$ cat src/gat_pkg.sv
// ===============================================
// shared widths, depths, pipeline lengths and the
// configuration address map for the attention
// coefficient stage, imported by every block
// ===============================================

package gat_pkg;

  // data widths
  localparam int DATA_WIDTH      = 8;
  localparam int WH_DATA_WIDTH   = 8;
  localparam int DMVM_DATA_WIDTH = 20;

  // attention vector, split into source and neighbour halves
  localparam int HALF_A_SIZE     = 8;
  localparam int A_DEPTH         = 2 * HALF_A_SIZE;
  localparam int CFG_A_IDX_WIDTH = $clog2(A_DEPTH);

  // features on top, source flag in bit 0
  localparam int WH_WIDTH        = HALF_A_SIZE * WH_DATA_WIDTH + 1;
  localparam int WH_DEPTH        = 32;
  localparam int WH_ADDR_WIDTH   = $clog2(WH_DEPTH);
  localparam int NUM_NODE_WIDTH  = $clog2(WH_DEPTH + 1);

  // pipeline shape
  localparam int COEF_SHIFT      = 12;
  localparam int NUM_STAGES      = $clog2(HALF_A_SIZE) + 1;
  localparam int COEF_LATENCY    = NUM_STAGES + 2;
  localparam int DRAIN_CNT_WIDTH = $clog2(COEF_LATENCY + 1);
  localparam int TREE_NODES      = 2 * HALF_A_SIZE - 1;

  // configuration address map
  localparam int CFG_ADDR_WIDTH  = 5;
  localparam int CFG_NODE_ADDR   = 16;

  localparam int COEF_FIFO_DEPTH = 16;

  // first node of a given adder tree level in the flat tree array
  function automatic int tree_offset(input int stage);
    return 2 * HALF_A_SIZE - ((2 * HALF_A_SIZE) >> stage);
  endfunction

endpackage

$ cat src/attn_weight_regs.sv
// ===============================================
// host configuration registers for the attention
// weight vector and the node count; written by
// single-cycle strobes, read out continuously
// ===============================================

module attn_weight_regs (
  input  logic                                                 clk,
  input  logic                                                 rst_n,
  input  logic                                                 cfg_wr_i,
  input  logic [gat_pkg::CFG_ADDR_WIDTH-1:0]                   cfg_addr_i,
  input  logic [gat_pkg::DATA_WIDTH-1:0]                       cfg_wdata_i,
  output logic [gat_pkg::A_DEPTH-1:0][gat_pkg::DATA_WIDTH-1:0] a_o,
  output logic [gat_pkg::NUM_NODE_WIDTH-1:0]                   num_node_o
);

  import gat_pkg::*;

  logic [A_DEPTH-1:0][DATA_WIDTH-1:0] a_q;
  logic [NUM_NODE_WIDTH-1:0]          num_node_q;
  logic                               wr_weight;
  logic                               wr_node;

  // ===============================================
  // address decode
  // ===============================================
  // 0..7 source half, 8..15 neighbour half
  assign wr_weight = cfg_wr_i && (cfg_addr_i < CFG_ADDR_WIDTH'(CFG_NODE_ADDR));
  assign wr_node   = cfg_wr_i && (cfg_addr_i == CFG_ADDR_WIDTH'(CFG_NODE_ADDR));

  // ===============================================
  // register file
  // ===============================================
  always_ff @(posedge clk or negedge rst_n) begin
    if (!rst_n) begin
      a_q        <= '0;
      num_node_q <= '0;
    end else begin
      if (wr_weight) begin
        a_q[cfg_addr_i[CFG_A_IDX_WIDTH-1:0]] <= cfg_wdata_i;
      end
      // node count comes from the low data bits
      if (wr_node) begin
        num_node_q <= cfg_wdata_i[NUM_NODE_WIDTH-1:0];
      end
    end
  end

  assign a_o        = a_q;
  assign num_node_o = num_node_q;

endmodule

$ cat config.mk
export PLATFORM = sky130hd
export DESIGN_NAME = attn_weight_regs
export DESIGN_NICKNAME = d
export VERILOG_FILES = /design/src/gat_pkg.sv /design/src/attn_weight_regs.sv
export SDC_FILE = /design/constraint.sdc
export NUM_CORES = 1
export LEC_CHECK = 0
export BUFFER_PORTS_ARGS = -buffer_cell sky130_fd_sc_hd__buf_2
export CAP_MARGIN = 20
export CORE_MARGIN = 5
export CORE_UTILIZATION = 51
export CTS_CLUSTER_DIAMETER = 100
export DETAILED_ROUTE_END_ITERATION = 12
export PLACE_DENSITY = 0.88
export SYNTH_ARGS = -nofsm -noshare
export SYNTH_HDL_FRONTEND = slang
export SYNTH_SLANG_ARGS = --single-unit
$ cat constraint.sdc
create_clock -name clk -period 0.83 [get_ports clk]
set_input_delay 0 -clock clk [delete_from_list [all_inputs] [get_ports clk]]
set_output_delay 0 -clock clk [all_outputs]
set_load 0.02 [all_outputs]
==> flow_metrics.tcl <==
set metrics [dict create \
    path_max_fanout 2 \
    synth_area_um2 5140 \
    first_global_vias 4151 \
    gr-usage-all-layers_pct 27.6 \
    p_switching_w 0.00746 \
    r2r-start "a_o[27]" \
    grt_max_degree 49 \
    hp-class "input port to async pin" \
    postRouteAntennaNets 0 \
    root_buffer "clkbuf_8" \
    critPathTopFamily "flip-flops" \
    worstSkewPairLatency_ns 0.50 \
    clockPowerShare_pct 28.7 \
    final_area_um2 8540 \
    path_class "flop to primary output" \
    skew_ns 0 \
    numCtsBuffers 17 \
    crit_required_ns 0.83 \
    gr-total-overflow 0 \
    rsz0062_at_grt "true" \
    syn_to_final_growth_pct 66.1 \
    seq_area_frac_synth_pct 65.3 \
    setup_ws_ns -0.318 \
    post-dp-hpwl_mm 9.10 \
    nFillCells 422 \
    maxCapViolCount 0 \
    place_ws_ns -0.504 \
    die_height_um 110 \
    synth_seq_cells 134 \
    r2r_cells 3 \
    grt_pass1_wl_mm 24.1 \
    intPower_w 0.0165 \
    fmax_mhz 871 \
    syn-instance-count 306 \
    cts.clk_slew.worst_paths_ns 0.06 \
    cts_tree "built" \
    post-route-min-period_ns 1.15 \
    drive_gt1_share_pct 74.1 \
    p_sw_share_pct 31.1 \
    htreeDepth 4 \
    crit_chain "buf_6 -> buf_6" \
    period_share_pct 138 \
    timing_max_transition_violations_final 0 \
    worstSetupStartpoint "a_o[28]" \
    synth_area_leaders "dfrtp_1, mux2_2, mux2_4" \
    port_buffers 149 \
    routedWlPerCell_um 24.9 \
    start_util_pct 52.3 \
    firstDrtPassIters 4 \
    setup_violations 198 \
    cpPeakStageDelay_ns 0.41 \
    arrival_ns 1.15 \
    ios 150 \
    ys_warn_count 0 \
    clkSinkCount 134 \
    worstMarginPinSlew_ns 0.486 \
    crit_buf_inv 2 \
    p_comb_share_pct 33.7 \
    p_total_w 0.0240 \
    place_area_um2 6400 \
    reg2reg_slack_ns -0.19 \
    seqPwrFrac_pct 37.6 \
    antenna_found_initial 0 \
    hold_viol 15 \
    violations "negative hold slack, negative setup slack" \
    cpMaxStageDelayCell "dfrtp_1" \
    hold_ws_ns -0.0515 \
    drt_iter0_drc 126 \
    synth_nets 322 \
    drcViolationCount 0 \
    gp_congestion 0.736 \
    via_count 3649 \
    postSynthAreaPerCell_um2 16.8 \
    setup_tns_ns -34.26 \
    die-area_um2 12200 \
    nNetsFinal 564 \
    cp-start-kind "flop" \
    relSlewSlack_pct 67.6 \
    yosysUniqueCellTypes 16 \
    end_kind "primary output" \
    viasPerCell 5.27 \
    num_rows 36 \
    clockBufferDepth 2 \
    power_density_nw_per_um2 2810 \
    power.leakage_nw 4.29 \
    coreArea_um2 9820 \
    status "complete, but fails checks" \
    die_w_um 110 \
    crit_cells 2 \
    finalWirelength_mm 17.2 \
    yosys.area.top_type "dfrtp_1" \
    crit_path_frequent_cell "buf_6" \
    endpoint "a_o[28]" \
    r2r-end "a_o[27]" \
    postCtsHoldBufs 1 \
    yosysTopAreaCellShare_pct 65.3 \
    ir_drop_mv 1.79 \
]
[per-layer routing]
layer / wire length, um / track usage [%] / up-vias / share of wire, %
met4: 455 / 7.39 / 0 / 2.6
met1: 6580 / 32.3 / 1886 / 38
met5: 0 / 0 / - / 0
li1: - / - / 1563 / -
met3: 1270 / 8.62 / 34 / 7.4
met2: 8930 / 49.0 / 166 / 52
[what timing repair did]
item | in CTS | in global routing
setup buffers | 49 | 31
gates resized for setup | 282 | 58
hold endpoints to repair | 134 | 15
setup endpoints to repair | 134 | 196
[worst min-delay path by stage]
stage,startpoint,to,slack [ns]
floorplan,rst_n,a_o[0],-0.30
global placement,rst_n,a_o[105],-0.14
detailed placement,rst_n,a_o[60],-0.14
CTS,rst_n,a_o[59],-0.1
global route,rst_n,a_o[105],-0.07
finish,rst_n,a_o[107],-0.05
[power groups by stage]
| stage | logic (W) | clock network, W | registers (W) |
|---|---|---|---|
| floorplan | 0.00141 | 0 | 0.0101 |
| global placement | 0.00492 | 0 | 0.00854 |
| detailed placement | 0.00505 | 0 | 0.00862 |
| CTS | 0.00736 | 0.00683 | 0.00878 |
| global route | 0.00843 | 0.00728 | 0.00914 |
| finish | 0.00808 | 0.00688 | 0.00901 |
[state kept, by name (all words and copies together), names as in the netlist]
signal	count
a_o	128
num_node_o	6
[synthesized netlist by cell type (all sizes together)]
cell and count:
and3 1, and4bb 2, buf 4, clkbuf 8
dfrtp 134, mux2 134, nand2 10, nand4 1
nand4b 1, nor2 3, nor2b 4, nor3b 2
nor4b 1, or3 1
[final cells by class]
class,instances,area (um^2),share of cell area [%]
multi-input combinational,160,1980,23.1
clock buffer,18,428,5.01
sequential,134,3350,39.3
antenna,1,2.50,0.0293
tap,133,166,1.95
timing repair buffer,235,2500,29.3
clock inverter,12,108,1.26
[metrics by stage]
step           util, %  std cells
6_report          86.9        693
5_1_grt           86.9        692
4_1_cts           83.6        677
3_5_place_dp      65.2        597
3_3_place_gp      65.2        597
2_1_floorplan        -        306
[cells in the final DEF, fill, tap and decap left out, types with 3 or more instances in the layout]
| cell | n |
|---|---|
| clkinv_2 | 4 |
| nor2b_1 | 4 |
| buf_12 | 7 |
| clkbuf_16 | 16 |
| mux2_2 | 73 |
| buf_6 | 182 |
| mux2_4 | 61 |
| buf_2 | 14 |
| nand2_2 | 7 |
| clkinv_4 | 3 |
| dfrtp_1 | 134 |
| clkinvlp_4 | 3 |
| buf_4 | 31 |
[logic make-up after synthesis]
family	Yosys count	synth area share, %
buf+inv	12	0.974
flops	134	65.3
simple gates	26	3.82
mux	134	29.9
(Power assumes the default switching activity.)
