--- src/gat_pkg.sv ---
// ===============================================
// shared widths, depths, pipeline lengths and the
// configuration address map for the attention
// coefficient stage, imported by every block
// ===============================================

package gat_pkg;

  // data widths
  localparam int DATA_WIDTH      = 8;
  localparam int WH_DATA_WIDTH   = 8;
  localparam int DMVM_DATA_WIDTH = 20;

  // attention vector, split into source and neighbour halves
  localparam int HALF_A_SIZE     = 8;
  localparam int A_DEPTH         = 2 * HALF_A_SIZE;
  localparam int CFG_A_IDX_WIDTH = $clog2(A_DEPTH);

  // features on top, source flag in bit 0
  localparam int WH_WIDTH        = HALF_A_SIZE * WH_DATA_WIDTH + 1;
  localparam int WH_DEPTH        = 32;
  localparam int WH_ADDR_WIDTH   = $clog2(WH_DEPTH);
  localparam int NUM_NODE_WIDTH  = $clog2(WH_DEPTH + 1);

  // pipeline shape
  localparam int COEF_SHIFT      = 12;
  localparam int NUM_STAGES      = $clog2(HALF_A_SIZE) + 1;
  localparam int COEF_LATENCY    = NUM_STAGES + 2;
  localparam int DRAIN_CNT_WIDTH = $clog2(COEF_LATENCY + 1);
  localparam int TREE_NODES      = 2 * HALF_A_SIZE - 1;

  // configuration address map
  localparam int CFG_ADDR_WIDTH  = 5;
  localparam int CFG_NODE_ADDR   = 16;

  localparam int COEF_FIFO_DEPTH = 16;

  // first node of a given adder tree level in the flat tree array
  function automatic int tree_offset(input int stage);
    return 2 * HALF_A_SIZE - ((2 * HALF_A_SIZE) >> stage);
  endfunction

endpackage

--- src/wh_buffer.sv ---
// ===============================================
// WH entry storage and fetch sequencer; after an
// accepted start it streams entries 0..num_node-1,
// one per cycle, and holds busy until the
// coefficient pipeline has drained
// ===============================================

module wh_buffer (
  input  logic                              clk,
  input  logic                              rst_n,
  input  logic                              wh_wr_i,
  input  logic [gat_pkg::WH_ADDR_WIDTH-1:0] wh_addr_i,
  input  logic [gat_pkg::WH_WIDTH-1:0]      wh_wdata_i,
  input  logic                              start_i,
  input  logic [gat_pkg::NUM_NODE_WIDTH-1:0] num_node_i,
  output logic                              fetch_vld_o,
  output logic [gat_pkg::WH_WIDTH-1:0]      fetch_data_o,
  output logic                              busy_o
);

  import gat_pkg::*;

  logic [WH_WIDTH-1:0]        mem_q [WH_DEPTH];
  logic [WH_WIDTH-1:0]        fetch_data_q;
  logic [WH_ADDR_WIDTH-1:0]   rd_addr_q;
  logic [DRAIN_CNT_WIDTH-1:0] drain_cnt_q;
  logic                       busy_q;
  logic                       issue_q;
  logic                       fetch_vld_q;
  logic                       start_ok;
  logic                       last_addr;
  logic                       drain_done;

  // start while busy is dropped
  assign start_ok   = start_i && !busy_q;
  assign last_addr  = (NUM_NODE_WIDTH'(rd_addr_q) == num_node_i - NUM_NODE_WIDTH'(1));
  assign drain_done = !issue_q && !fetch_vld_q && (drain_cnt_q <= DRAIN_CNT_WIDTH'(1));

  // ===============================================
  // entry storage
  // ===============================================
  always_ff @(posedge clk or negedge rst_n) begin
    if (!rst_n) begin
      for (int i = 0; i < WH_DEPTH; i++) begin
        mem_q[i] <= '0;
      end
    end else if (wh_wr_i) begin
      mem_q[wh_addr_i] <= wh_wdata_i;
    end
  end

  // ===============================================
  // fetch sequencer
  // ===============================================
  always_ff @(posedge clk or negedge rst_n) begin
    if (!rst_n) begin
      busy_q      <= 1'b0;
      issue_q     <= 1'b0;
      rd_addr_q   <= '0;
      fetch_vld_q <= 1'b0;
      drain_cnt_q <= '0;
    end else begin
      fetch_vld_q <= issue_q;
      if (start_ok) begin
        busy_q    <= 1'b1;
        issue_q   <= (num_node_i != '0);
        rd_addr_q <= '0;
      end else begin
        if (issue_q) begin
          if (last_addr) begin
            issue_q <= 1'b0;
          end else begin
            rd_addr_q <= rd_addr_q + 1'b1;
          end
        end
        if (busy_q && drain_done) begin
          busy_q <= 1'b0;
        end
      end
      // reload on every fetch, count down the pipeline latency after the last
      if (fetch_vld_q) begin
        drain_cnt_q <= DRAIN_CNT_WIDTH'(COEF_LATENCY);
      end else if (drain_cnt_q != '0) begin
        drain_cnt_q <= drain_cnt_q - 1'b1;
      end
    end
  end

  // registered read
  always_ff @(posedge clk) begin
    if (issue_q) begin
      fetch_data_q <= mem_q[rd_addr_q];
    end
  end

  assign fetch_vld_o  = fetch_vld_q;
  assign fetch_data_o = fetch_data_q;
  assign busy_o       = busy_q;

endmodule
--- config.mk ---
export PLATFORM = sky130hd
export DESIGN_NAME = wh_buffer
export DESIGN_NICKNAME = d
export VERILOG_FILES = /design/src/gat_pkg.sv /design/src/wh_buffer.sv
export SDC_FILE = /design/constraint.sdc
export NUM_CORES = 2
export LEC_CHECK = 0
export BUFFER_PORTS_ARGS = -buffer_cell sky130_fd_sc_hd__clkbuf_2
export CORE_ASPECT_RATIO = 0.7
export CORE_MARGIN = 5
export CORE_UTILIZATION = 50
export DETAILED_ROUTE_END_ITERATION = 8
export PLACE_DENSITY = 0.71
export SLEW_MARGIN = 20
export SYNTH_ARGS = -nofsm -noshare
export SYNTH_HDL_FRONTEND = slang
export SYNTH_SLANG_ARGS = --single-unit
--- constraint.sdc ---
create_clock -name clk -period 8.2 [get_ports clk]
set_input_delay 1.64 -clock clk [delete_from_list [all_inputs] [get_ports clk]]
set_output_delay 1.64 -clock clk [all_outputs]
set_load 0.02 [all_outputs]
==> results.yml <==
sta:
  final_max_slew_viol_count: 0
  hold_viol: 0
  rsz0062_at_grt: "false"
  timing.final.crit_period_ns: 3.84
  worst_pin_slew_ns: 1.15
  max-slew-margin-rel: 0.233
  max_freq_ghz: 0.261
  skew_ns: 0.0438
  period_share: 0.468
  whs_ns: 0.480
  setup_violations: 0
  tns_ns: 0
global_routing:
  antenna_found_initial: 12
  grt_max_degree: 182
  gr-usage-all-layers: 0.235
  grt_pass1_wl_um: 360000
  grt_pass1_vias: 54768
  overflow: 0
hold_path:
  holdPathEnd: "mem_q[745]"
  hold_path.startpoint: "mem_q[745]"
  whs_path_depth: 1
  min-delay-path-class: "reg -> reg"
logic_synthesis:
  synth-seq-cells: 2156
  syn_inst: 5636
  yosysWarningCount: 0
  postSynthAreaPerCell_um2: 17.0
  ys_seq_area_frac: 0.565
  syn_area_mm2: 0.0960
  synth_top_cell_area_share: 0.545
  yosysUniqueCellTypes: 38
  synth_area_leader_cell: "dfrtp_1"
  async_flop_share: 0.970
  yosys-top-cells-area: "dfrtp_1, mux2_1, mux4_2"
  synth_fp_nets: 5721
  synth_edf_count: 65
  ys.flop_type: "dfrtp_1"
placed_design:
  dp_hpwl_um: 128000
  finalWeightedCongestion: 0.739
  io_buffers: 146
cts:
  cts_buffers: 210
  clk-insertion-delay-late_ns: 0.86
  cts.path.max_buffers: 4
  ctsResizeCount: 0
  htree_levels: 4
  cts_tree: "yes"
  clock_sinks: 2156
  clk_pin_slew_worst_paths_ns: 0.06
  cts_hold_buf: 0
  post-cts-setup-buffer-count: 0
  cts_root_buf: "clkbuf_16"
worst_setup_path:
  crit_path_max_incr_delay_ns: 0.89
  crit_fanout: 108
  critPathTopFamily: "multiplexers"
  critPathLaunchType: "register"
  reg2reg_from: "rd_addr_q[2]"
  end_kind: "register"
  rrSetupSlack_ns: 4.36
  cp.required_ns: 8.76
  worst-path-buf-inv: 2
  cp.depth: 5
  crit_chain: "buf_12 -> buf_4 -> mux4_2 -> mux4_2 -> mux2_2"
  path_common_cell: "mux4_2"
  reg2regPathDepth: 5
  crit_type: "reg -> reg"
  cp.arrival_ns: 4.40
  cp_slowest_cell: "dfrtp_4"
  r2r-end: "fetch_data_o[12]"
power:
  sequentialPowerShare: 0.429
  pwr-share-comb: 0.284
  irDropWorstVdd_mv: 0.234
  p_sw_frac: 0.291
  p_per_area_mw_per_mm2: 317
  p_switching_uw: 9750
  p_clk_frac: 0.288
  power.internal_uw: 23800
  p_leak_uw: 0.0477
die:
  fp-row-count: 134
  start_util: 0.503
  die_w_um: 534
  dieArea_mm2: 0.201
  coreArea_mm2: 0.191
  top_level_ports: 147
  die_h_um: 377
layout:
  nets: 5603
  final_cell_mix: "dfrtp_1, mux2_1, mux4_2, clkbuf_16, clkbuf_2"
  final_common_cell: "dfrtp_1"
  multi_input_area_mm2: 0.0397
  seqCellArea_mm2: 0.0543
  drive_gt1_frac: 0.230
  areaGrowthSynthToFinish_pct: 10.0
  n_fill_cell: 14736
run_status:
  status: "completed"
route:
  vias: 50329
  wirelength_um: 233000
  drt_iter0_markers: 3625
  vias_per_cell: 6.14
  drc: 0
  firstDrtPassIters: 5
  routedWlPerCell_um: 28.5
  ant_nets: 0
flow_run:
  cap_violations: 0
-- area by class of cell --
class	instances	area share
clock buffers	309	0.0572
clock inverters	57	0.00658
repair buffers	245	0.0169
well taps	2516	0.0298
diodes	5	0.000118
multi-input cells	2900	0.375
inverters	5	0.000178
flip-flops and latches	2156	0.514
-- through the flow --
step | util | power (uW) | instances | worst slack (ns) | instance area [um2]
2_1_floorplan | - | 21200 | 5636 | 4.93 | 96000
3_3_place_gp | 0.518 | 24000 | 7822 | 3.72 | 98900
3_5_place_dp | 0.518 | 24200 | 7822 | 3.68 | 98900
4_1_cts | 0.554 | 34000 | 8188 | 4.44 | 106000
5_1_grt | 0.554 | 35100 | 8192 | 4.33 | 106000
6_report | 0.554 | 33500 | 8193 | 4.36 | 106000
-- sequential cells by signal, summed over array words and instances (netlist names) --
name          flops
fetch_data_o     65
fetch_vld_o       1
drain_cnt_q       3
busy_o            1
issue_q           1
rd_addr_q         5
mem_q          2080
-- cell usage after synthesis, types with 2 or more instances --
cell type,number
dfrtp_1,2091
mux2_1,2080
mux4_2,650
clkbuf_1,379
buf_1,105
buf_2,80
edfxtp_1,65
mux2_2,65
nand2_1,25
nor2_1,20
buf_4,7
xnor2_1,7
a21oi_1,6
ha_1,5
inv_1,5
mux2i_1,5
nand2b_1,5
nor3b_1,5
buf_6,4
nand3b_1,4
nor3_1,3
a211o_1,2
nand3_1,2
nand4_1,2
-- power by group through the flow --
stage	clock, uW	sequential, uW	combinational (uW)
global placement	0	14400	9530
finish	9640	14400	9510
CTS	9860	14400	9730
global route	10300	14600	10200
floorplan	0	14100	7100
detailed placement	0	14600	9680
-- layer usage --
metal | wire (um) | part of all wire | track usage | up-vias
met1 | 107000 | 0.46 | 0.348 | 28001
li1 | - | - | - | 20874
met4 | 6170 | 0.026 | 0.0598 | 8
met5 | 54 | 0.00023 | 0 | -
met2 | 109000 | 0.47 | 0.368 | 1085
met3 | 10800 | 0.046 | 0.0382 | 361
-- worst reg2reg max path, delay by kind of cell (launching register included) --
family / cells / cell delay [ns]
buffers and inverters: 2 / 1.38
flip-flops: 1 / 0.89
multiplexers: 3 / 1.29
-- kinds of logic (layout without fill, tap and decap cells) --
kind of cell / count (synthesis) / count (layout) / synth area share
buf+inv: 580 / 616 / 0.0243
compound gates: 14 / 14 / 0.000964
other cells: 0 / 5 / 0
flops: 2156 / 2156 / 0.565
fa+ha+maj: 5 / 5 / 0.000651
mux: 2800 / 2800 / 0.404
simple gates: 73 / 73 / 0.00373
xor+xnor: 8 / 8 / 0.000730
-- how the worst max path moves through the flow --
stage | slack, ns | to | startpoint
6_report | 4.36 | fetch_data_o[12] | rd_addr_q[2]
5_1_grt | 4.33 | fetch_data_o[14] | rd_addr_q[2]
3_5_place_dp | 3.68 | mem_q[420] | wh_addr_i[1]
2_1_floorplan | 4.93 | issue_q | num_node_i[0]
4_1_cts | 4.44 | fetch_data_o[7] | rd_addr_q[2]
3_3_place_gp | 3.72 | mem_q[433] | wh_addr_i[1]
No activity file was read; power rests on OpenSTA's default activity.
