<file path="src/gat_pkg.sv">
// ===============================================
// shared widths, depths, pipeline lengths and the
// configuration address map for the attention
// coefficient stage, imported by every block
// ===============================================

package gat_pkg;

  // data widths
  localparam int DATA_WIDTH      = 8;
  localparam int WH_DATA_WIDTH   = 8;
  localparam int DMVM_DATA_WIDTH = 20;

  // attention vector, split into source and neighbour halves
  localparam int HALF_A_SIZE     = 8;
  localparam int A_DEPTH         = 2 * HALF_A_SIZE;
  localparam int CFG_A_IDX_WIDTH = $clog2(A_DEPTH);

  // features on top, source flag in bit 0
  localparam int WH_WIDTH        = HALF_A_SIZE * WH_DATA_WIDTH + 1;
  localparam int WH_DEPTH        = 32;
  localparam int WH_ADDR_WIDTH   = $clog2(WH_DEPTH);
  localparam int NUM_NODE_WIDTH  = $clog2(WH_DEPTH + 1);

  // pipeline shape
  localparam int COEF_SHIFT      = 12;
  localparam int NUM_STAGES      = $clog2(HALF_A_SIZE) + 1;
  localparam int COEF_LATENCY    = NUM_STAGES + 2;
  localparam int DRAIN_CNT_WIDTH = $clog2(COEF_LATENCY + 1);
  localparam int TREE_NODES      = 2 * HALF_A_SIZE - 1;

  // configuration address map
  localparam int CFG_ADDR_WIDTH  = 5;
  localparam int CFG_NODE_ADDR   = 16;

  localparam int COEF_FIFO_DEPTH = 16;

  // first node of a given adder tree level in the flat tree array
  function automatic int tree_offset(input int stage);
    return 2 * HALF_A_SIZE - ((2 * HALF_A_SIZE) >> stage);
  endfunction

endpackage

</file>
<file path="src/attn_coef_unit.sv">
// ===============================================
// pipelined attention coefficient unit
// coef = ReLU((a_src.Wh_src + a_nbr.Wh_j) >>> shift)
// takes one entry per cycle, writes the coefficient
// COEF_LATENCY cycles after its fetch strobe
// ===============================================

module attn_coef_unit (
  input  logic                                                 clk,
  input  logic                                                 rst_n,
  input  logic                                                 fetch_vld_i,
  input  logic [gat_pkg::WH_WIDTH-1:0]                         fetch_data_i,
  input  logic [gat_pkg::A_DEPTH-1:0][gat_pkg::DATA_WIDTH-1:0] a_i,
  output logic                                                 coef_wr_o,
  output logic [gat_pkg::DATA_WIDTH-1:0]                       coef_o
);

  import gat_pkg::*;

  // weight halves
  logic signed [DATA_WIDTH-1:0]      a_src [HALF_A_SIZE];
  logic signed [DATA_WIDTH-1:0]      a_nbr [HALF_A_SIZE];

  // stage 0 entry register
  logic signed [WH_DATA_WIDTH-1:0]   feat_q [HALF_A_SIZE];

  // products at the leaves, partial sums above, root last
  logic signed [DMVM_DATA_WIDTH-1:0] tree_q [TREE_NODES];

  // valid and source flag travel beside the data
  logic [NUM_STAGES:0]               vld_q;
  logic [NUM_STAGES:0]               src_q;

  // tail
  logic signed [DMVM_DATA_WIDTH-1:0] root_sum;
  logic signed [DMVM_DATA_WIDTH-1:0] src_sum;
  logic signed [DMVM_DATA_WIDTH-1:0] src_hold_q;
  logic signed [DMVM_DATA_WIDTH-1:0] total_sum;
  logic signed [DMVM_DATA_WIDTH-1:0] scaled_sum;
  logic [DATA_WIDTH-1:0]             coef_raw;
  logic [DATA_WIDTH-1:0]             coef_q;
  logic                              coef_wr_q;

  // ===============================================
  // split attention vector
  // ===============================================
  always_comb begin
    for (int k = 0; k < HALF_A_SIZE; k++) begin
      a_src[k] = a_i[k];
      a_nbr[k] = a_i[k + HALF_A_SIZE];
    end
  end

  // ===============================================
  // stage 0, register the entry
  // ===============================================
  // element 0 sits in the top byte
  always_ff @(posedge clk) begin
    if (fetch_vld_i) begin
      for (int k = 0; k < HALF_A_SIZE; k++) begin
        feat_q[k] <= fetch_data_i[WH_WIDTH-1-k*WH_DATA_WIDTH -: WH_DATA_WIDTH];
      end
    end
  end

  always_ff @(posedge clk or negedge rst_n) begin
    if (!rst_n) begin
      vld_q <= '0;
      src_q <= '0;
    end else begin
      vld_q <= {vld_q[NUM_STAGES-1:0], fetch_vld_i};
      src_q <= {src_q[NUM_STAGES-1:0], fetch_vld_i & fetch_data_i[0]};
    end
  end

  // ===============================================
  // multiply and adder tree
  // ===============================================
  always_ff @(posedge clk) begin
    // source entries use a_src, neighbours use a_nbr
    for (int k = 0; k < HALF_A_SIZE; k++) begin
      if (src_q[0]) begin
        tree_q[k] <= a_src[k] * feat_q[k];
      end else begin
        tree_q[k] <= a_nbr[k] * feat_q[k];
      end
    end
    // each level halves the number of terms
    for (int s = 1; s < NUM_STAGES; s++) begin
      for (int k = 0; k < (HALF_A_SIZE >> s); k++) begin
        tree_q[tree_offset(s) + k] <= tree_q[tree_offset(s - 1) + 2 * k]
                                    + tree_q[tree_offset(s - 1) + 2 * k + 1];
      end
    end
  end

  // ===============================================
  // source latch, scale and ReLU
  // ===============================================
  assign root_sum = tree_q[TREE_NODES-1];

  // a flagged entry pairs with its own sum
  assign src_sum    = src_q[NUM_STAGES] ? root_sum : src_hold_q;
  assign total_sum  = src_sum + root_sum;
  assign scaled_sum = total_sum >>> COEF_SHIFT;
  assign coef_raw   = scaled_sum[DATA_WIDTH-1:0];

  always_ff @(posedge clk or negedge rst_n) begin
    if (!rst_n) begin
      src_hold_q <= '0;
      coef_wr_q  <= 1'b0;
    end else begin
      coef_wr_q <= vld_q[NUM_STAGES];
      if (vld_q[NUM_STAGES] && src_q[NUM_STAGES]) begin
        src_hold_q <= root_sum;
      end
    end
  end

  // negative byte clamps to zero
  always_ff @(posedge clk) begin
    if (vld_q[NUM_STAGES]) begin
      coef_q <= coef_raw[DATA_WIDTH-1] ? '0 : coef_raw;
    end
  end

  assign coef_wr_o = coef_wr_q;
  assign coef_o    = coef_q;

endmodule

</file>
<file path="config.mk">
export PLATFORM = sky130hd
export DESIGN_NAME = attn_coef_unit
export DESIGN_NICKNAME = d
export VERILOG_FILES = /design/src/gat_pkg.sv /design/src/attn_coef_unit.sv
export SDC_FILE = /design/constraint.sdc
export NUM_CORES = 2
export LEC_CHECK = 0
export ABC_AREA = 1
export BUFFER_PORTS_ARGS = -buffer_cell sky130_fd_sc_hd__buf_4
export CORE_AREA = 2 2 453 455
export CTS_BUF_LIST = sky130_fd_sc_hd__clkbuf_8 sky130_fd_sc_hd__clkbuf_16
export CTS_CLUSTER_DIAMETER = 150
export DETAILED_ROUTE_END_ITERATION = 12
export DIE_AREA = 0 0 455 457
export PLACE_DENSITY = 0.44
export SETUP_SLACK_MARGIN = 0.02
export SLEW_MARGIN = 20
export SYNTH_ARGS = -nofsm -noshare
export SYNTH_HDL_FRONTEND = slang
export SYNTH_SLANG_ARGS = --single-unit
</file>
<file path="constraint.sdc">
create_clock -name clk -period 7.1 [get_ports clk]
set_input_delay 1.42 -clock clk [delete_from_list [all_inputs] [get_ports clk]]
set_output_delay 1.42 -clock clk [all_outputs]
set_load 0.02 [all_outputs]
</file>
==> results.sh <==
export IMPL_r2r_end="tree_q[0][114]"
export IMPL_path_class="flop to flop"
export IMPL_fin_cells=10985
export IMPL_htree_levels=2
export IMPL_rr_worst_depth=14
export IMPL_arrival_ns=5.62
export IMPL_power_share_combinational=0.766
export IMPL_crit_cells=14
export IMPL_ys_flop_type="dfxtp_1"
export IMPL_yosysWarnings=0
export IMPL_cp_num_buf_inv=2
export IMPL_layout_drive_gt1_share=0.0505
export IMPL_synth_top_area_cell="fa_1"
export IMPL_drt_iter0_markers=2476
export IMPL_synth_cells=8237
export IMPL_wl_met3_microns=6220
export IMPL_path_common_cell="fa_1"
export IMPL_grt_overflow=0
export IMPL_multiInputGateArea_sq_um=42400
export IMPL_core_area_sq_um=203000
export IMPL_p_int_mw=13.4
export IMPL_cts_sinks=370
export IMPL_dpl_cell_area_sq_um=64500
export IMPL_maxCapViolations=0
export IMPL_top_layer_used="met5"
export IMPL_max_stage_delay_ns=0.85
export IMPL_swShare=0.554
export IMPL_synth_area_sq_um=60600
export IMPL_p_clk_frac=0.104
export IMPL_fmax_ghz=0.199
export IMPL_numCtsBuffers=58
export IMPL_die_area_sq_um=208000
export IMPL_synth_cell_types=52
export IMPL_status="finished, final reports clean"
export IMPL_synth_seq_cells=370
export IMPL_crit_slowest_cell="edfxtp_1"
export IMPL_setup_viol_count_final=0
export IMPL_dieWidth_microns=455
export IMPL_pin_count=205
export IMPL_fin_worst_skew_ns=0.0382
export IMPL_hold_start="src_q[1]"
export IMPL_first_pass_iters=5
export IMPL_synth_top_area_frac=0.293
export IMPL_power_switching_mw=16.6
export IMPL_rsz0062_at_grt="false"
export IMPL_postCtsSetupBuffers=0
export IMPL_drt_met1_wl_microns=80800
export IMPL_grtUsageTotal=0.161
export IMPL_crit_path_start_kind="flop"
export IMPL_drt_wl_total_microns=163000
export IMPL_num_rows=166
export IMPL_cts_hold_repair_buffers=0
export IMPL_relSlewSlack=0.260
export IMPL_synthTopCellsByCount="2353 x inv_1, 1952 x nand2_1, 887 x fa_1"
export IMPL_hold_ws_ns=0.346
export IMPL_r2r_slack_ns=2.06
export IMPL_cts_resized=0
export IMPL_grt_max_degree=66
export IMPL_cts_buffer_depth=3
export IMPL_grt_pass1_wl_microns=269000
export IMPL_finalCriticalPeriod_ns=5.04
export IMPL_initial_core_util=0.298
export IMPL_fp_dieH_microns=457
export IMPL_wire_per_inst_microns=14.8
export IMPL_dp_final_hpwl_microns=135000
export IMPL_synth_edff_count=71
export IMPL_fin_util=0.327
export IMPL_cpLargestDelayFamily="adder cells"
export IMPL_grt_pass1_vias=50141
export IMPL_seq_power_share=0.130
export IMPL_critPathCaptureType="flop"
export IMPL_clkSlewWorstSetupHoldPaths_ns=0.06
export IMPL_slew_viol_final=0
export IMPL_viasPerCell=4.37
export IMPL_grt_antenna_before_repair=15
export IMPL_regArea_sq_um=8280
export IMPL_ys_seq_area_frac=0.137
export IMPL_hold_path_class="flop to flop"
export IMPL_hold_viol=0
export IMPL_syn_to_final_growth_pct=9.93
export IMPL_fin_crit_sh=0.709
export IMPL_dp_cells=10868
export IMPL_met2_length_microns=72200
export IMPL_route_detailed_drc=0
export IMPL_worstHoldEndpoint="src_q[2]"
export IMPL_vias=47984
export IMPL_clock_latency_ns=0.72
export IMPL_antenna_left=0
export IMPL_cts_root_buffer="clkbuf_16"
export IMPL_syn_avg_cell_area_sq_um=7.35
export IMPL_nets=9926
export IMPL_vdd_ir_drop_max_uv=226
export IMPL_powerDensity_nw_per_um2=451
export IMPL_nFillCells=21870
export IMPL_whs_path_depth=0
export IMPL_timing_rr_start="feat_q[1][10]"
export IMPL_synth_nets=9923
export IMPL_crit_fanout=16
export IMPL_gp_congestion=0.855
export IMPL_synth_top_cells_by_area="fa_1 29%, inv_1 15%, ha_1 12%"
export IMPL_tightest_slew_ns=1.11
export IMPL_cts_tree="yes"
export IMPL_io_buffers=203
export IMPL_crit_required_ns=7.68
export IMPL_async_reset_ff_frac=0.0838
export IMPL_leakage_nw=38.8
export IMPL_setup_tns_ns=0
export IMPL_crit_chain="nand2_1, fa_1, fa_1, fa_1, inv_1, fa_1, ha_1, inv_1, nor3_1, o21ai_0, nand3_1, nand2_1, nand3_1, o21ai_0"
export IMPL_synth_most_common_cell="inv_1"
export IMPL_design_area_sq_um=66600
==> cell families after synthesis <==
logic type / after synthesis / share of synthesized area
adder cells (fa/ha/maj): 1490 / 0.418
flip-flops: 370 / 0.137
XOR/XNOR: 167 / 0.0241
multiplexers: 9 / 0.00151
AO/OA/AOI/OAI: 779 / 0.0695
other: 1 / 0.0000619
buffers and inverters: 2626 / 0.163
AND/OR/NAND/NOR: 2795 / 0.187
==> cell usage in the layout (no fill, tap or decap), types with 21 or more instances in the layout <==
cell type,instances
fa_1,887
o21ai_0,306
edfxtp_1,71
nand2_1,1952
buf_4,210
dfxtp_1,268
xnor2_1,51
nor2_1,400
nand4_1,42
a21o_1,21
nand3_1,253
o21bai_1,26
dfrtp_1,30
ha_1,603
inv_1,2361
or2_2,30
a21oi_1,335
nand3b_1,31
nor3_1,36
clkbuf_16,63
xor2_1,116
==> per-layer routing <==
metal | up-vias | GRT usage
li1 | 24203 | -
met1 | 22874 | 0.231
met2 | 737 | 0.256
met3 | 160 | 0.0196
met4 | 10 | 0.0364
met5 | - | 0
==> sequential cells by signal (all words and copies together) (netlist names) <==
register,cells
coef_o,7
coef_wr_o,1
feat_q,64
src_hold_q,20
src_q,5
tree_q,268
vld_q,5
==> per-stage QoR <==
stage	setup WS (ns)	power [mW]
after floorplan	2.01	20.8
after global placement	1.52	27.1
after detailed placement	1.51	27.1
after CTS	2.06	30.5
after global routing	1.70	34.2
final	2.06	30.0
==> worst reg2reg max path: cells and delay by family, from the launching register on <==
| kind | cells | cell delay (ns) |
|---|---|---|
| flip-flops | 1 | 0.85 |
| adder cells (fa/ha/maj) | 5 | 2.70 |
| AO/OA/AOI/OAI | 2 | 0.36 |
| AND/OR/NAND/NOR | 5 | 0.87 |
| buffers and inverters | 2 | 0.14 |
==> area by class of cell <==
cell class / instances / area share
Timing Repair Buffer: 210 / 0.0237
Multi-Input combinational cell: 5241 / 0.637
Antenna cell: 7 / 0.000263
Inverter: 2359 / 0.133
Tap cell: 2688 / 0.0505
Clock inverter: 40 / 0.00615
Clock buffer: 70 / 0.0251
Sequential cell: 370 / 0.124
==> power by group through the flow <==
stage               clock (mW)  sequential (mW)  combinational (mW)
floorplan                    0             3.48                17.3
global placement             0             3.98                23.1
detailed placement           0             3.96                23.1
CTS                       3.29             3.93                23.3
global route              3.35             4.00                26.9
finish                    3.13             3.91                23.0
==> worst max path at each step <==
| stage | slack, ns | to | startpoint |
|---|---|---|---|
| after floorplan | 2.01 | tree_q[0][114] | a_i[111] |
| after CTS | 2.06 | tree_q[0][114] | feat_q[1][10] |
| after global routing | 1.70 | tree_q[0][99] | feat_q[1][4] |
| after global placement | 1.52 | tree_q[0][114] | a_i[111] |
| final | 2.06 | tree_q[0][114] | feat_q[1][10] |
| after detailed placement | 1.51 | tree_q[0][114] | a_i[111] |
Note: power is estimated with default switching activity, not from simulation.
