--- src/gat_pkg.sv ---
// ===============================================
// shared widths, depths, pipeline lengths and the
// configuration address map for the attention
// coefficient stage, imported by every block
// ===============================================

package gat_pkg;

  // data widths
  localparam int DATA_WIDTH      = 8;
  localparam int WH_DATA_WIDTH   = 8;
  localparam int DMVM_DATA_WIDTH = 20;

  // attention vector, split into source and neighbour halves
  localparam int HALF_A_SIZE     = 8;
  localparam int A_DEPTH         = 2 * HALF_A_SIZE;
  localparam int CFG_A_IDX_WIDTH = $clog2(A_DEPTH);

  // features on top, source flag in bit 0
  localparam int WH_WIDTH        = HALF_A_SIZE * WH_DATA_WIDTH + 1;
  localparam int WH_DEPTH        = 32;
  localparam int WH_ADDR_WIDTH   = $clog2(WH_DEPTH);
  localparam int NUM_NODE_WIDTH  = $clog2(WH_DEPTH + 1);

  // pipeline shape
  localparam int COEF_SHIFT      = 12;
  localparam int NUM_STAGES      = $clog2(HALF_A_SIZE) + 1;
  localparam int COEF_LATENCY    = NUM_STAGES + 2;
  localparam int DRAIN_CNT_WIDTH = $clog2(COEF_LATENCY + 1);
  localparam int TREE_NODES      = 2 * HALF_A_SIZE - 1;

  // configuration address map
  localparam int CFG_ADDR_WIDTH  = 5;
  localparam int CFG_NODE_ADDR   = 16;

  localparam int COEF_FIFO_DEPTH = 16;

  // first node of a given adder tree level in the flat tree array
  function automatic int tree_offset(input int stage);
    return 2 * HALF_A_SIZE - ((2 * HALF_A_SIZE) >> stage);
  endfunction

endpackage

--- src/coef_fifo.sv ---
// ===============================================
// first-word-fall-through coefficient FIFO
// head is always visible, a write into a full FIFO
// is dropped and sets a sticky overflow flag
// ===============================================

module coef_fifo #(
  parameter int DEPTH = gat_pkg::COEF_FIFO_DEPTH
) (
  input  logic                           clk,
  input  logic                           rst_n,
  input  logic                           wr_i,
  input  logic [gat_pkg::DATA_WIDTH-1:0] wdata_i,
  input  logic                           rd_i,
  output logic [gat_pkg::DATA_WIDTH-1:0] rdata_o,
  output logic                           empty_o,
  output logic                           overflow_o
);

  import gat_pkg::*;

  logic [DATA_WIDTH-1:0]        mem_q [DEPTH];
  logic [$clog2(DEPTH)-1:0]     wr_ptr_q;
  logic [$clog2(DEPTH)-1:0]     rd_ptr_q;
  logic [$clog2(DEPTH+1)-1:0]   count_q;
  logic                         overflow_q;
  logic                         full;
  logic                         do_wr;
  logic                         do_rd;

  assign full    = (count_q == ($clog2(DEPTH+1))'(DEPTH));
  assign empty_o = (count_q == '0);
  assign do_wr   = wr_i && !full;
  assign do_rd   = rd_i && !empty_o;

  // ===============================================
  // pointers, count and overflow
  // ===============================================
  always_ff @(posedge clk or negedge rst_n) begin
    if (!rst_n) begin
      wr_ptr_q   <= '0;
      rd_ptr_q   <= '0;
      count_q    <= '0;
      overflow_q <= 1'b0;
    end else begin
      if (do_wr) begin
        wr_ptr_q <= (wr_ptr_q == ($clog2(DEPTH))'(DEPTH - 1)) ? '0 : wr_ptr_q + 1'b1;
      end
      if (do_rd) begin
        rd_ptr_q <= (rd_ptr_q == ($clog2(DEPTH))'(DEPTH - 1)) ? '0 : rd_ptr_q + 1'b1;
      end
      case ({do_wr, do_rd})
        2'b10:   count_q <= count_q + 1'b1;
        2'b01:   count_q <= count_q - 1'b1;
        default: count_q <= count_q;
      endcase
      // stays set until reset
      if (wr_i && full) begin
        overflow_q <= 1'b1;
      end
    end
  end

  always_ff @(posedge clk) begin
    if (do_wr) begin
      mem_q[wr_ptr_q] <= wdata_i;
    end
  end

  assign rdata_o    = mem_q[rd_ptr_q];
  assign overflow_o = overflow_q;

endmodule

--- config.mk ---
export PLATFORM = sky130hd
export DESIGN_NAME = coef_fifo
export DESIGN_NICKNAME = d
export VERILOG_FILES = /design/src/gat_pkg.sv /design/src/coef_fifo.sv
export SDC_FILE = /design/constraint.sdc
export NUM_CORES = 1
export LEC_CHECK = 0
export BUFFER_PORTS_ARGS = -buffer_cell sky130_fd_sc_hd__clkbuf_2
export CAP_MARGIN = 5
export CORE_AREA = 4 4 106 98
export CTS_BUF_LIST = sky130_fd_sc_hd__clkbuf_8
export CTS_CLUSTER_SIZE = 30
export DETAILED_ROUTE_END_ITERATION = 6
export DIE_AREA = 0 0 110 102
export PLACE_DENSITY = 0.89
export REMOVE_ABC_BUFFERS = 1
export SYNTH_ARGS = -nofsm -noshare
export SYNTH_HDL_FRONTEND = slang
export SYNTH_SLANG_ARGS = --single-unit
export TNS_END_PERCENT = 1
--- constraint.sdc ---
create_clock -name clk -period 3.67 [get_ports clk]
set_clock_uncertainty 0.05 [all_clocks]
set_input_delay 0.367 -clock clk [delete_from_list [all_inputs] [get_ports clk]]
set_output_delay 0.367 -clock clk [all_outputs]
set_load 0.005 [all_outputs]
==> results of run 1 <==
-- worst max path at each step --
stage	cells past startpoint	to	startpoint
CTS	5	rdata_o[7]	rd_ptr_q[1]
global placement	8	count_q[4]	count_q[1]
detailed placement	8	count_q[4]	count_q[1]
floorplan	9	count_q[4]	count_q[0]
global route	5	rdata_o[1]	rd_ptr_q[0]
finish	5	rdata_o[6]	rd_ptr_q[1]
-- flip-flops by register name, summed over array words and instances, names as in the netlist --
name        flops
mem_q         128
rd_ptr_q        4
count_q         5
overflow_o      1
wr_ptr_q        4
-- metrics by stage --
stage | cell area, um2 | utilization
final | 6410 | 0.682
after global placement | 6010 | 0.639
after floorplan | 5700 | -
after detailed placement | 6010 | 0.639
after CTS | 6400 | 0.681
after global routing | 6410 | 0.682
-- synth_stat cells, types with 4 or more instances --
| library cell | n |
|---|---|
| dfrtp_1 | 14 |
| a32oi_1 | 8 |
| buf_2 | 4 |
| nor2_1 | 15 |
| nor3_1 | 5 |
| o21ai_1 | 6 |
| ha_1 | 9 |
| mux2i_1 | 25 |
| inv_1 | 4 |
| mux4_2 | 24 |
| edfxtp_1 | 128 |
| nand2_1 | 10 |
| buf_1 | 4 |
| o21ai_0 | 7 |
| xnor2_1 | 5 |
| a22oi_1 | 8 |
-- metal layers --
metal | vias up | GRT usage
met3 | 24 | 0.0714
met5 | - | 0
met2 | 155 | 0.340
li1 | 1314 | -
met4 | 0 | 0.0930
met1 | 1523 | 0.285
-- cells by family after synthesis --
| group | Yosys count | synth area share |
|---|---|---|
| xor gates and xnor gates | 6 | 0.00907 |
| buffers and inverters | 20 | 0.0179 |
| AOI/OAI and AO/OA | 42 | 0.0510 |
| DFF | 142 | 0.724 |
| adders and majority gates | 10 | 0.0229 |
| muxes | 52 | 0.144 |
| and+or+nand+nor | 40 | 0.0315 |
-- power by group --
group          switching [mW]  leakage [nW]  internal [mW]
registers               0.268          1.32           1.98
clock network           0.638         0.185          0.560
logic                   0.763         0.686          0.699
total                    1.67          2.19           3.23
-- timing repair --
action                     CTS  global route
setup endpoints to repair    0             0
hold endpoints to repair    14             0
hold buffers                 1             0
-- final cells by class --
cell class	count	share of cell area
Timing Repair Buffer	28	0.0246
Sequential cell	142	0.655
Tap cell	126	0.0246
Clock inverter	15	0.0238
Multi-Input combinational cell	150	0.233
Clock buffer	17	0.0365
Inverter	4	0.00234
==> run metrics, run 1 <==
setup ws final 714 ps; max_cap viols 0; die area 11200 um2; cts repair resizes 0; core area 9400 um2; synthesized area per cell approximately 19 um2; area delta synth->final 10.6%; hold path depth 2; Post-Syn Area 5790 um2; WL met2 5.74 mm; I/O pin count 22; DR DRC count 0; HPWL Detailed approximately 7.2 mm; ant diodes 0; Hold Path End overflow_o; Starting Density 0.616; Die Y-Extent between 100 and 150 um; initial antenna violation count 0; area of the multi-input gates 1500 um2; EDFF count, synth 128; root buf cell clkbuf_8; Tmin final 2960 ps; final setup vio count 0; Detail Route met3 WL roughly 940 um; final period utilization 0.806; Vias/cell ~6.3; Synth warnings 0; Post-DRT Antenna Nets 0; cell row count 34; largest net degree at the start of global routing 30; reg2reg start count_q[1]; met1 WL 4.37 mm; uppermost layer routed met4; Seq/Total Area, Yosys 0.724; R2R depth 8; Critical Path Fanout Max 29; Buf/Inv on CP 2; initial DRC count between 200 and 250; H-tree depth 4; setup_tns 0 ps; grt ovf 0; Final #Nets around 370; peak supply drop about 0.35 mV; Hold WS 147 ps; CP peak stage delay 870 ps; worst-margin pin slew 1140 ps; final std cells w/o fill 482; CTS tree done; vias in the first global route 3038; Peak Freq ~340 MHz; leading cell type in the layout, fill and taps excluded edfxtp_1; Post-Syn Instances 312; Synth area leaders edfxtp_1 66%, mux4_2 9.3%, dfrtp_1 6.0%; PnR Total Power around 4.9 mW; CP arrival between 2000 and 3000 ps; CP max stage cell dfrtp_2; CTS sink cnt 142; Required @ worst endpoint 3250 ps; startpoint types flip-flop; Clock Path Buffers 2; worst slack at placement 887 ps; Netlist cell types 40; Num CTS Buffers 17; top cell type's share of synthesized area 0.663; slew margin rel. 0.232; fillers about 570; Pwr Density 765 nW/um2; Critical R2R Capture count_q[4]; first-pass GRT wire length 17.1 mm; register area 4200 um2; Synth Flop Type edfxtp_1; final hold violation count 0; total wire length 11.3 mm; clock latency on the worst-skew pair 420 ps; Hold Startpoint wr_i; Synth Register Bits ~140; via count 3016; crit-path cells buf_4, mux4_2, a32oi_1, o21ai_1, clkbuf_2; layout cells sized above 1 0.256; ys async rst share 0.0986; delay-heaviest family, CP flip-flops; clock slew at reported path FFs 80 ps; RSZ-0062 raised after global routing false; status completed; total iterations of the first detailed-routing run 5; total track usage 0.218; kind of critical path flip-flop to output pin; Worst Setup End Kind output pin; Final Max Tran Viols 0; WL per Instance between 20 and 25 um; hold crit path type input pin to flip-flop; Leak 2.19 nW; most frequent cells in the layout 128 x edfxtp_1, 25 x mux2i_1, 24 x mux4_2; dpl cells 448; IO Port Bufs 21; placer congestion estimate 0.916; FF-to-FF setup slack 880 ps; Synth area leader edfxtp_1; Post-CTS Setup Inserts 0; Die X around 110 um
Note: power is estimated with default switching activity, not from simulation.
==> run 2, diff against run 1 <==
CORE_AREA = 4 4 112 103   (was 4 4 106 98)
DIE_AREA = 0 0 116 107   (was 0 0 110 102)
PLACE_DENSITY = 0.85   (was 0.89)
clock period = 2.5 ns   (was 3.67 ns; I/O delays follow)
==> run metrics, run 2 (synthesis gave the netlist of run 1 again) <==
status complete, but fails checks; failing checks setup timing; largest net degree at the start of global routing 45 (+50%); Pwr Density 1150 nW/um2 (+50%); ant diodes 0 (unchanged); Die X 116 um (+5.5%); Top reg by flops mem_q; Cell Int Power 4.96 mW (+53%); hold crit path type input pin to flip-flop; Sw Ratio 0.347 (+0.00622); total track usage 0.210 (-0.00775); max_cap viols 0 (unchanged); largest registers mem_q: 128 flops, count_q: 5 flops; final period utilization 1.02; Clock Path Buffers 2 (unchanged); Num CTS Buffers 17 (unchanged); CTS tree done; area delta synth->final 14.3%; Logic pwr share 0.348 (+0.050); Leak 2.29 nW (+4.4%); Starting Density 0.565 (-0.0509); final hold violation count 0 (unchanged); RSZ-0062 raised after global routing true; CTS sink cnt 142 (unchanged); Hold WS 20.8 ps (-126 ps); Final #Nets 379 (+3.8%); H-tree depth 4 (unchanged); die area 12400 um2 (+11%); FF-to-FF setup slack -20 ps (-900 ps); IO Port Bufs 21 (unchanged); startpoint types flip-flop; CP arrival 2250 ps (-290 ps); first-pass GRT wire length 18.9 mm (+10%); Clk network pwr share 0.243 (about the same); clock slew at reported path FFs 90 ps (about the same); placer congestion estimate 0.816 (-11%); crit-path cells buf_12, mux4_2, a32oi_1, o21ai_1, clkbuf_2; Vias/cell 6.24 (-0.33%); via count 3112 (+3.2%); PnR Total Power 7.59 mW (+55%); CP peak stage delay 550 ps (-320 ps); I/O pin count 22 (unchanged); peak supply drop 0.757 mV (+120%); HPWL Detailed 7.48 mm (+4.2%); slew margin rel. 0.334 (+0.102); initial DRC count 417 (+67%); R2R depth 9 (+1); leading cell type in the layout, fill and taps excluded edfxtp_1; Critical Path Fanout Max 25 (-14%); Post-DRT Antenna Nets 0 (unchanged); Seq pwr share 0.409 (-0.049); core area 10200 um2 (+9.0%); Required @ worst endpoint 2200 ps (-1050 ps); fillers 682 (+19%); grt ovf 0 (unchanged); DR DRC count 0 (unchanged); Tmin final about 2600 ps; setup ws final -50.9 ps (-764 ps); Peak Freq 392 MHz; cell row count 35 (+2.9%); total wire length 12.0 mm (+6.0%); kind of critical path flip-flop to output pin; worst-margin pin slew 996 ps (-148 ps); WL per Instance 24.0 um (+2.4%); Worst Setup End Kind output pin; vias in the first global route 3226 (+6.2%); P_sw 2.63 mW (+58%); final setup vio count 9 (+9); number of flip-flops in the largest register 128 (unchanged); Final Max Tran Viols 0 (unchanged); most frequent cells in the layout 128 x edfxtp_1, 25 x mux2i_1, 24 x mux4_2; Die Y-Extent 107 um (+4.9%); hold path depth 2 (unchanged); root buf cell clkbuf_8; clock latency on the worst-skew pair 440 ps (+20 ps); CP max stage cell mux4_2; worst slack at placement -160 ps (-1050 ps); total iterations of the first detailed-routing run 5 (unchanged); layout cells sized above 1 0.322 (+0.0660); initial antenna violation count 0 (unchanged)
## run 2: cell count changes in the layout (fill, tap and decap cells not counted), moves of 2 or more
cell and delta:
buf_4 +13, nor2_1 -4, nor2_2 +4, nor3_1 -4
nor3_2 +4, inv_6 +3, a21oi_1 -2, a21oi_2 +2
buf_12 +2, clkinvlp_4 -2
## run 2: cell type report
type | count | area (um2) | share of cell area
sequential | 142 | 4200 | 0.634
multi-input combinational | 150 | 1550 | 0.235
timing repair buffer | 42 | 290 | 0.0439
clock buffer | 17 | 234 | 0.0353
clock inverter | 15 | 168 | 0.0253
tap | 129 | 161 | 0.0244
inverter | 4 | 15.0 | 0.00227
## run 2: worst max-delay path, delay by kind of cell (launching register included)
kind | cells | cell delay, ps
mux | 1 | 550
flops | 1 | 510
buf+inv | 2 | 390
compound gates | 2 | 350
## run 2: worst paths after layout
path,from,end
worst max-delay path,rd_ptr_q[0],rdata_o[5]
worst min-delay path,wr_i,overflow_o
worst max register to register,count_q[1],count_q[3]
worst min register to register,overflow_o,overflow_o
max in group asynchronous,rst_n,rd_ptr_q[0]
min in group asynchronous,rst_n,count_q[4]
## run 2: routing by layer
layer	GRT usage	vias to the layer above	part of all wire
met1	0.278	1586	0.39
met5	0	-	0
met4	0.0713	0	0.022
li1	-	1350	-
met2	0.343	150	0.52
met3	0.0525	26	0.072
## run 2: power groups by stage
stage                     clock [mW]  combinational, mW  sequential [mW]
after floorplan                    0               1.38             3.32
after global routing            1.99               2.83             3.14
after global placement             0               2.42             3.12
final                           1.84               2.65             3.11
after CTS                       1.85               2.62             3.10
after detailed placement           0               2.53             3.14
## run 2: through the flow
stage / area [um2] / setup TNS (ps) / utilization / instances
2_1_floorplan: 5700 / -282 / - / 296
6_report: 6620 / -188 / 0.646 / 499
5_1_grt: 6620 / -1240 / 0.646 / 499
4_1_cts: 6600 / -351 / 0.644 / 499
3_5_place_dp: 6150 / -994 / 0.600 / 466
3_3_place_gp: 6150 / -28.9 / 0.600 / 466
## run 2: timing repair
item,in CTS,in global routing
resized for setup,9,6
hold endpoints to repair,14,0
endpoints found under the setup margin,34,79
setup buffers,0,0
hold buffers,1,0
pin swaps,3,0
